File: config.mk
export PLATFORM = sky130hd
export DESIGN_NAME = serial_cpu_top
export DESIGN_NICKNAME = d
export VERILOG_FILES = /design/src/serial_pkg.sv /design/src/serial_state.sv /design/src/serial_decode.sv /design/src/serial_immdec.sv /design/src/serial_alu.sv /design/src/serial_pc.sv /design/src/serial_cpu_top.sv
export SDC_FILE = /design/constraint.sdc
export NUM_CORES = 1
export LEC_CHECK = 0
export BUFFER_PORTS_ARGS = -buffer_cell sky130_fd_sc_hd__clkbuf_2
export CAP_MARGIN = 10
export CORE_ASPECT_RATIO = 2
export CORE_UTILIZATION = 55
export DETAILED_ROUTE_END_ITERATION = 6
export GPL_TIMING_DRIVEN = 0
export MAX_ROUTING_LAYER = met4
export PLACE_DENSITY = 0.83
export SETUP_SLACK_MARGIN = 0.02
export SLEW_MARGIN = 20
export SYNTH_ARGS = -nofsm -noshare
export SYNTH_HDL_FRONTEND = slang
export SYNTH_HIERARCHICAL = 1
export SYNTH_SLANG_ARGS = --single-unit
File: constraint.sdc
create_clock -name clk -period 3.1 [get_ports clk]
set_clock_uncertainty 0.15 [all_clocks]
set_input_delay 0.93 -clock clk [delete_from_list [all_inputs] [get_ports clk]]
set_output_delay 0.93 -clock clk [all_outputs]
set_load 0.1 [all_outputs]
File: src/serial_pkg.sv
package serial_pkg;

   localparam int XLEN   = 32;
   localparam int REG_AW = 5;
   localparam int CNT_W  = 5;

   localparam logic [6:0] OP_IMM = 7'b0010011;
   localparam logic [6:0] OP_REG = 7'b0110011;
   localparam logic [6:0] OP_LUI = 7'b0110111;

   localparam logic [2:0] F3_ADD = 3'b000;
   localparam logic [2:0] F3_XOR = 3'b100;
   localparam logic [2:0] F3_OR  = 3'b110;
   localparam logic [2:0] F3_AND = 3'b111;

   typedef struct packed {
      logic [6:0] funct7;
      logic [4:0] rs2;
      logic [4:0] rs1;
      logic [2:0] funct3;
      logic [4:0] rd;
      logic [6:0] opcode;
   } r_type_t;

   typedef struct packed {
      logic [11:0] imm12;
      logic [4:0]  rs1;
      logic [2:0]  funct3;
      logic [4:0]  rd;
      logic [6:0]  opcode;
   } i_type_t;

   typedef struct packed {
      logic [19:0] imm20;
      logic [4:0]  rd;
      logic [6:0]  opcode;
   } u_type_t;

   typedef union packed {
      r_type_t r;
      i_type_t i;
      u_type_t u;
   } instr_t;

   // Same as funct3[1:0] of the boolean ops
   typedef logic [1:0] bool_op_t;
   localparam bool_op_t BOOL_XOR = 2'b00;
   localparam bool_op_t BOOL_OR  = 2'b10;
   localparam bool_op_t BOOL_AND = 2'b11;

   localparam logic [1:0] RD_SUM  = 2'd0;
   localparam logic [1:0] RD_BOOL = 2'd1;
   localparam logic [1:0] RD_IMM  = 2'd2;

   typedef struct packed {
      logic       sub;
      bool_op_t   bool_op;
      logic [1:0] rd_sel;
      logic       op_b_imm;
   } alu_ctrl_t;

endpackage

File: src/serial_state.sv
`timescale 1ns/1ps
`default_nettype none

module serial_state
   import serial_pkg::*;
   (
   input  logic clk,
   input  logic i_rst_n,
   input  logic i_ibus_ack,
   input  logic i_rf_ready,
   input  logic i_rd_wen,
   output logic o_ibus_cyc,
   output logic o_rf_rreq,
   output logic o_cnt_en,
   output logic o_cnt_done,
   output logic o_wen0);

   logic [CNT_W-1:0] cnt;
   logic             ibus_cyc;
   logic             rf_rreq;
   logic             rf_wait;
   logic             cnt_en;
   logic             idle;
   logic             rf_pending;

   // Nothing in flight, start a new fetch
   assign idle       = !(ibus_cyc | rf_rreq | rf_wait | cnt_en);
   assign rf_pending = rf_rreq | rf_wait;

   assign o_cnt_done = cnt_en & (cnt == {CNT_W{1'b1}});

   always_ff @(posedge clk) begin
      if (!i_rst_n) begin
         ibus_cyc <= 1'b0;
         rf_rreq  <= 1'b0;
         rf_wait  <= 1'b0;
         cnt_en   <= 1'b0;
         cnt      <= '0;
      end else begin
         if (ibus_cyc & i_ibus_ack)
            ibus_cyc <= 1'b0;
         else if (o_cnt_done | idle)
            ibus_cyc <= 1'b1;

         rf_rreq <= ibus_cyc & i_ibus_ack;

         // Ready may come in the request cycle or any time later
         rf_wait <= rf_pending & !i_rf_ready;

         if (rf_pending & i_rf_ready)
            cnt_en <= 1'b1;
         else if (o_cnt_done)
            cnt_en <= 1'b0;

         if (cnt_en)
            cnt <= cnt + 1'b1;
      end
   end

   assign o_ibus_cyc = ibus_cyc;
   assign o_rf_rreq  = rf_rreq;
   assign o_cnt_en   = cnt_en;
   assign o_wen0     = cnt_en & i_rd_wen;

endmodule
`default_nettype wire

File: src/serial_decode.sv
`timescale 1ns/1ps
`default_nettype none

module serial_decode
   import serial_pkg::*;
   (
   input  logic              clk,
   input  logic              i_ibus_ack,
   input  instr_t            i_ibus_rdt,
   output alu_ctrl_t         o_alu_ctrl,
   output logic              o_rd_wen,
   output logic [REG_AW-1:0] o_rs1_addr,
   output logic [REG_AW-1:0] o_rs2_addr,
   output logic [REG_AW-1:0] o_rd_addr);

   instr_t     ir;
   logic       is_imm;
   logic       is_reg;
   logic       is_lui;
   logic       f3_ok;
   logic       op_ok;
   logic [2:0] funct3;

   always_ff @(posedge clk) begin
      if (i_ibus_ack)
         ir <= i_ibus_rdt;
   end

   assign is_imm = (ir.r.opcode == OP_IMM);
   assign is_reg = (ir.r.opcode == OP_REG);
   assign is_lui = (ir.u.opcode == OP_LUI);
   assign funct3 = ir.r.funct3;

   // Only add and the three boolean ops are kept
   assign f3_ok = (funct3 == F3_ADD) | (funct3 == F3_XOR) |
                  (funct3 == F3_OR)  | (funct3 == F3_AND);
   assign op_ok = is_lui | ((is_imm | is_reg) & f3_ok);

   always_comb begin
      o_alu_ctrl.sub      = is_reg & ir.r.funct7[5];
      o_alu_ctrl.bool_op  = funct3[1:0];
      o_alu_ctrl.op_b_imm = !is_reg;
      if (is_lui)
         o_alu_ctrl.rd_sel = RD_IMM;
      else if (funct3 == F3_ADD)
         o_alu_ctrl.rd_sel = RD_SUM;
      else
         o_alu_ctrl.rd_sel = RD_BOOL;
   end

   // x0 is never written
   assign o_rd_wen = op_ok & (ir.r.rd != '0);

   assign o_rs1_addr = ir.i.rs1;
   assign o_rs2_addr = ir.r.rs2;
   assign o_rd_addr  = ir.r.rd;

endmodule
`default_nettype wire

File: src/serial_immdec.sv
`timescale 1ns/1ps
`default_nettype none

module serial_immdec
   import serial_pkg::*;
   (
   input  logic   clk,
   input  logic   i_ibus_ack,
   input  instr_t i_ibus_rdt,
   input  logic   i_cnt_en,
   output logic   o_imm);

   logic [XLEN-1:0] imm_sr;
   logic [XLEN-1:0] imm_i;
   logic [XLEN-1:0] imm_u;

   assign imm_i = {{(XLEN-12){i_ibus_rdt.i.imm12[11]}}, i_ibus_rdt.i.imm12};
   assign imm_u = {i_ibus_rdt.u.imm20, 12'b0};

   always_ff @(posedge clk) begin
      if (i_ibus_ack) begin
         if (i_ibus_rdt.u.opcode == OP_LUI)
            imm_sr <= imm_u;
         else
            imm_sr <= imm_i;
      end else if (i_cnt_en) begin
         // LSB first
         imm_sr <= {imm_sr[XLEN-1], imm_sr[XLEN-1:1]};
      end
   end

   assign o_imm = imm_sr[0];

endmodule
`default_nettype wire

File: src/serial_alu.sv
`timescale 1ns/1ps
`default_nettype none

module serial_alu
   import serial_pkg::*;
   (
   input  logic      clk,
   input  logic      i_cnt_en,
   input  logic      i_cnt_done,
   input  alu_ctrl_t i_ctrl,
   input  logic      i_rs1,
   input  logic      i_rs2,
   input  logic      i_imm,
   output logic      o_rd);

   logic cy_r;
   logic mid_r;
   logic op_b;
   logic b_inv;
   logic cy_in;
   logic cy_out;
   logic sum;
   logic bool_res;

   assign op_b  = i_ctrl.op_b_imm ? i_imm : i_rs2;
   assign b_inv = op_b ^ i_ctrl.sub;

   // Subtract as rs1 + ~b + 1, the +1 enters at bit 0
   assign cy_in = mid_r ? cy_r : i_ctrl.sub;
   assign {cy_out, sum} = {1'b0, i_rs1} + {1'b0, b_inv} + {1'b0, cy_in};

   always_ff @(posedge clk) begin
      mid_r <= i_cnt_en & !i_cnt_done;
      cy_r  <= i_cnt_en & !i_cnt_done & cy_out;
   end

   always_comb begin
      case (i_ctrl.bool_op)
         BOOL_OR:  bool_res = i_rs1 | op_b;
         BOOL_AND: bool_res = i_rs1 & op_b;
         default:  bool_res = i_rs1 ^ op_b;
      endcase
   end

   always_comb begin
      case (i_ctrl.rd_sel)
         RD_BOOL: o_rd = bool_res;
         RD_IMM:  o_rd = i_imm;
         default: o_rd = sum;
      endcase
   end

endmodule
`default_nettype wire

File: src/serial_pc.sv
`timescale 1ns/1ps
`default_nettype none

module serial_pc
   import serial_pkg::*;
   #(parameter logic [XLEN-1:0] RESET_PC = 32'd0)
   (
   input  logic            clk,
   input  logic            i_rst_n,
   input  logic            i_cnt_done,
   output logic [XLEN-1:0] o_ibus_adr);

   logic [XLEN-1:0] pc;
   logic [XLEN-1:0] pc_next;

   // Only sequential flow, so one parallel add per instruction
   assign pc_next = pc + 32'd4;

   always_ff @(posedge clk) begin
      if (!i_rst_n)
         pc <= RESET_PC;
      else if (i_cnt_done)
         pc <= pc_next;
   end

   assign o_ibus_adr = pc;

endmodule
`default_nettype wire

File: src/serial_cpu_top.sv
`timescale 1ns/1ps
`default_nettype none

module serial_cpu_top
   import serial_pkg::*;
   #(parameter logic [XLEN-1:0] RESET_PC = 32'd0)
   (
   input  logic              clk,
   input  logic              i_rst_n,
   // Instruction bus
   output logic [XLEN-1:0]   o_ibus_adr,
   output logic              o_ibus_cyc,
   input  logic [XLEN-1:0]   i_ibus_rdt,
   input  logic              i_ibus_ack,
   // Register file
   output logic              o_rf_rreq,
   input  logic              i_rf_ready,
   output logic [REG_AW-1:0] o_rreg0,
   output logic [REG_AW-1:0] o_rreg1,
   input  logic              i_rdata0,
   input  logic              i_rdata1,
   output logic              o_wen0,
   output logic [REG_AW-1:0] o_wreg0,
   output logic              o_wdata0);

   alu_ctrl_t alu_ctrl;
   logic      rd_wen;
   logic      cnt_en;
   logic      cnt_done;
   logic      imm;

   serial_state state (
      .clk        (clk),
      .i_rst_n    (i_rst_n),
      .i_ibus_ack (i_ibus_ack),
      .i_rf_ready (i_rf_ready),
      .i_rd_wen   (rd_wen),
      .o_ibus_cyc (o_ibus_cyc),
      .o_rf_rreq  (o_rf_rreq),
      .o_cnt_en   (cnt_en),
      .o_cnt_done (cnt_done),
      .o_wen0     (o_wen0));

   serial_decode decode (
      .clk        (clk),
      .i_ibus_ack (i_ibus_ack),
      .i_ibus_rdt (i_ibus_rdt),
      .o_alu_ctrl (alu_ctrl),
      .o_rd_wen   (rd_wen),
      .o_rs1_addr (o_rreg0),
      .o_rs2_addr (o_rreg1),
      .o_rd_addr  (o_wreg0));

   serial_immdec immdec (
      .clk        (clk),
      .i_ibus_ack (i_ibus_ack),
      .i_ibus_rdt (i_ibus_rdt),
      .i_cnt_en   (cnt_en),
      .o_imm      (imm));

   serial_alu alu (
      .clk        (clk),
      .i_cnt_en   (cnt_en),
      .i_cnt_done (cnt_done),
      .i_ctrl     (alu_ctrl),
      .i_rs1      (i_rdata0),
      .i_rs2      (i_rdata1),
      .i_imm      (imm),
      .o_rd       (o_wdata0));

   serial_pc #(.RESET_PC (RESET_PC)) pc (
      .clk        (clk),
      .i_rst_n    (i_rst_n),
      .i_cnt_done (cnt_done),
      .o_ibus_adr (o_ibus_adr));

endmodule
`default_nettype wire

==> metrics <==
Tcrit/Tclk final=114%; FF+latch count, synth=99; Reg area=about 0.0026 mm²; CP max stage cell=fa_1; H-Tree Depth=3; synth warn=6; first-pass GRT wire length=16200 µm; cell taking the most area after synthesis=edfxtp_1; post-route setup TNS=-436 ps; share of the synthesized area in the top cell type=37.8%; grt ovf=0; combinational power share=12.9%; fillers=between 500 and 600; root buffer cell=clkbuf_16; worst path required time=between 2000 and 2500 ps; Pleak=2.28 nW; largest net degree at the start of global routing=32; area grow syn2layout=21.0%; CTS Buf Count=9; slowest stage delay, CP=500 ps; simple-gate share of the synthesized area=16.4%; IR drop worst, VDD=0.396 mV; antenna cells=0; DR vias=3516; post-route worst setup slack=-436 ps; Synth async-reset ratio=0%; EDFF count, synth=58; Core Region=0.00800 mm²; Clock Path Buffers=2; mux cell area share after synthesis=1.63%; clock-pin transition on the worst setup and hold timing paths=60 ps; Post-DRT Antenna Nets=0; crit end category=output pin; R2R setup slack=250 ps; Seq/Total Area, Yosys=55.7%; pwr/cell area=563 mW/mm²; Max Clock Freq=283 MHz; cts hold-fix bufs=0; hold depth=2; CP arrival=2460 ps; Final #Nets=558; IO buf count=86; WL/cell=between 15 and 20 µm; io pins=between 80 and 90; drt drc=0; Startpoint Class=flop; final hold vios=0; Area contributors post-synth=edfxtp_1 (38%), dfxtp_1 (18%), buf_4 (3.3%), inv_1 (2.7%), nand2_1 (2.5%); Sw Ratio=24.1%; clk_lat worst skew=around 340 ps; Post-Synth Adder-Cell Area=2.34%; initial core utilization=57.5%; Avg Cell Area, Syn=11.1 µm²; complex-gate fraction of the synthesized area=12.2%; CP max FO=3; DPL Wire Length=7250 µm; Tightest Hold Check Type=reg2reg; crit path cell chain=nor2_1 -> and4_4 -> nand3b_1 -> mux2i_4 -> xnor2_2 -> fa_1 -> inv_2 -> a2bb2oi_4 -> clkbuf_16; Top FF cell, synth=edfxtp_1; Synth Area in XOR/XNOR=2.85%; final slew viol count=0; Die ar.=just under 0.009 mm²; area of the multi-input gates=0.00169 mm²; initial DRC count=approximately 160; FP Rows=46; TritonCTS clock tree=done; Netlist cell types=between 50 and 60; First-pass DRT Iterations=5; final core utilization=69.6%; commonest cells after routing, fill and taps aside=clkbuf_2 (83), edfxtp_1 (58), dfxtp_1 (41); slew margin rel.=56.8%; kind of critical path=reg2out; WHS=around 330 ps; most common cell after layout, fill and taps aside=clkbuf_2; Post-Syn Instances=413; post-route minimum period=between 3000 and 4000 ps; largest family of logic cells by synthesized area=simple AND/OR/NAND/NOR gates; endpoints failing setup=1; routability congestion estimate from global placement=slightly below 0.8; initial antenna violation count=0; RSZ-0062 raised after global routing=yes; final WL=10200 µm; vias per cell=between 5 and 6; share of cells above drive strength 1=29.2%; worst-margin pin slew=648 ps; Place WS=-423 ps; hold endpoint=state/o_rf_rreq$_SDFF_PN0_; worst hold start=state/o_ibus_cyc$_SDFFE_PP0P_; clk sinks=99; Sequential Power Share=47.9%; clock network power share=39.2%; R2R Path Start=state/cnt[0]$_SDFFE_PN0P_; # Max-Cap Violations=0; P_int=approximately 2.4 mW; vias in the first global route=3613; die width=66.7 µm; r2r endpoint=pc/o_ibus_adr[26]$_SDFFE_PN0P_; outcome=complete, but fails checks; GRT Overall Usage=25.2%; Die H=131 µm; Syn Std Cell Area=0.00460 mm²; Psw=0.756 mW; violated checks=negative setup slack; Reg2Reg Depth=10
[power groups by stage]
stage,logic [mW],registers [mW],clock network (mW)
3_3_place_gp,0.379,1.53,0
5_1_grt,0.430,1.51,1.30
2_1_floorplan,0.288,1.53,0
4_1_cts,0.406,1.50,1.25
6_report,0.405,1.50,1.23
3_5_place_dp,0.387,1.53,0
[per-layer routing]
metal | track usage (%) | part of all wire, %
met3 | 5.21 | 4.6
met4 | 12.8 | 1.9
met2 | 45.7 | 58
met5 | - | 0
met1 | 23.7 | 36
[cell usage after synthesis (6+ instances only)]
cell and instances:
edfxtp_1 58, dfxtp_1 41, inv_1 33, nand2_1 31, nor2_1 22, buf_4 20
clkbuf_1 15, a21oi_1 13, nand4_1 13, o22ai_1 11, xnor2_1 10, nand2b_1 9
o21ai_0 9, o221ai_1 9, nand3_1 8, nor4_1 8, ha_1 7, or3_1 7
nor3_1 6, o31ai_1 6, or4_1 6
[kinds of logic after synthesis]
group / Yosys count
other cells: 1
mux: 7
xor+xnor: 15
buf+inv: 76
simple gates: 134
fa+ha+maj: 8
flops: 99
compound gates: 73
[through the flow]
stage               area, µm²  power, mW  std cells
global route             5570       3.24        613
floorplan                4630       1.82        414
global placement         5180       1.91        596
finish                   5570       3.13        613
detailed placement       5180       1.92        596
CTS                      5560       3.16        612
[layout make-up]
class,instances,area share [%]
clock buffers,10,4.11
inverters,35,2.36
well taps,96,2.16
clock inverters,6,1.87
plain buffers,40,4.79
multi-input cells,239,30.3
repair buffers,88,8.40
flip-flops and latches,99,46.0
[critical path: cells and delay by family, from the launching register on]
| family | cells | cell delay (ps) |
|---|---|---|
| muxes | 1 | 240 |
| adders and majority gates | 1 | 500 |
| buffers and inverters | 2 | 260 |
| DFF | 1 | 360 |
| AOI/OAI and AO/OA | 1 | 130 |
| and+or+nand+nor | 3 | 500 |
| xor gates and xnor gates | 1 | 140 |
[flip-flops by register name, summed over array words and instances (netlist names), 5 cells and up]
register,cells
state/cnt,5
immdec/imm_sr,32
pc/o_ibus_adr,30
decode/ir,26
[worst max-delay path by stage]
stage	startpoint	to	slack, ps	cells past startpoint
final	decode/ir[6]$_DFFE_PP_	o_wdata0	-440	9
after global routing	decode/ir[6]$_DFFE_PP_	o_wdata0	-560	9
after CTS	decode/ir[3]$_DFFE_PP_	o_wdata0	-470	9
after detailed placement	i_rdata1	o_wdata0	-420	7
after global placement	i_rdata1	o_wdata0	-400	7
after floorplan	i_rdata1	o_wdata0	-220	5
[timing repair]
action,CTS,global route
buffers inserted,1,1
endpoints found under the setup margin,40,4
pin swaps,3,2
resized for setup,9,3
Note: power is estimated with default switching activity, not from simulation.
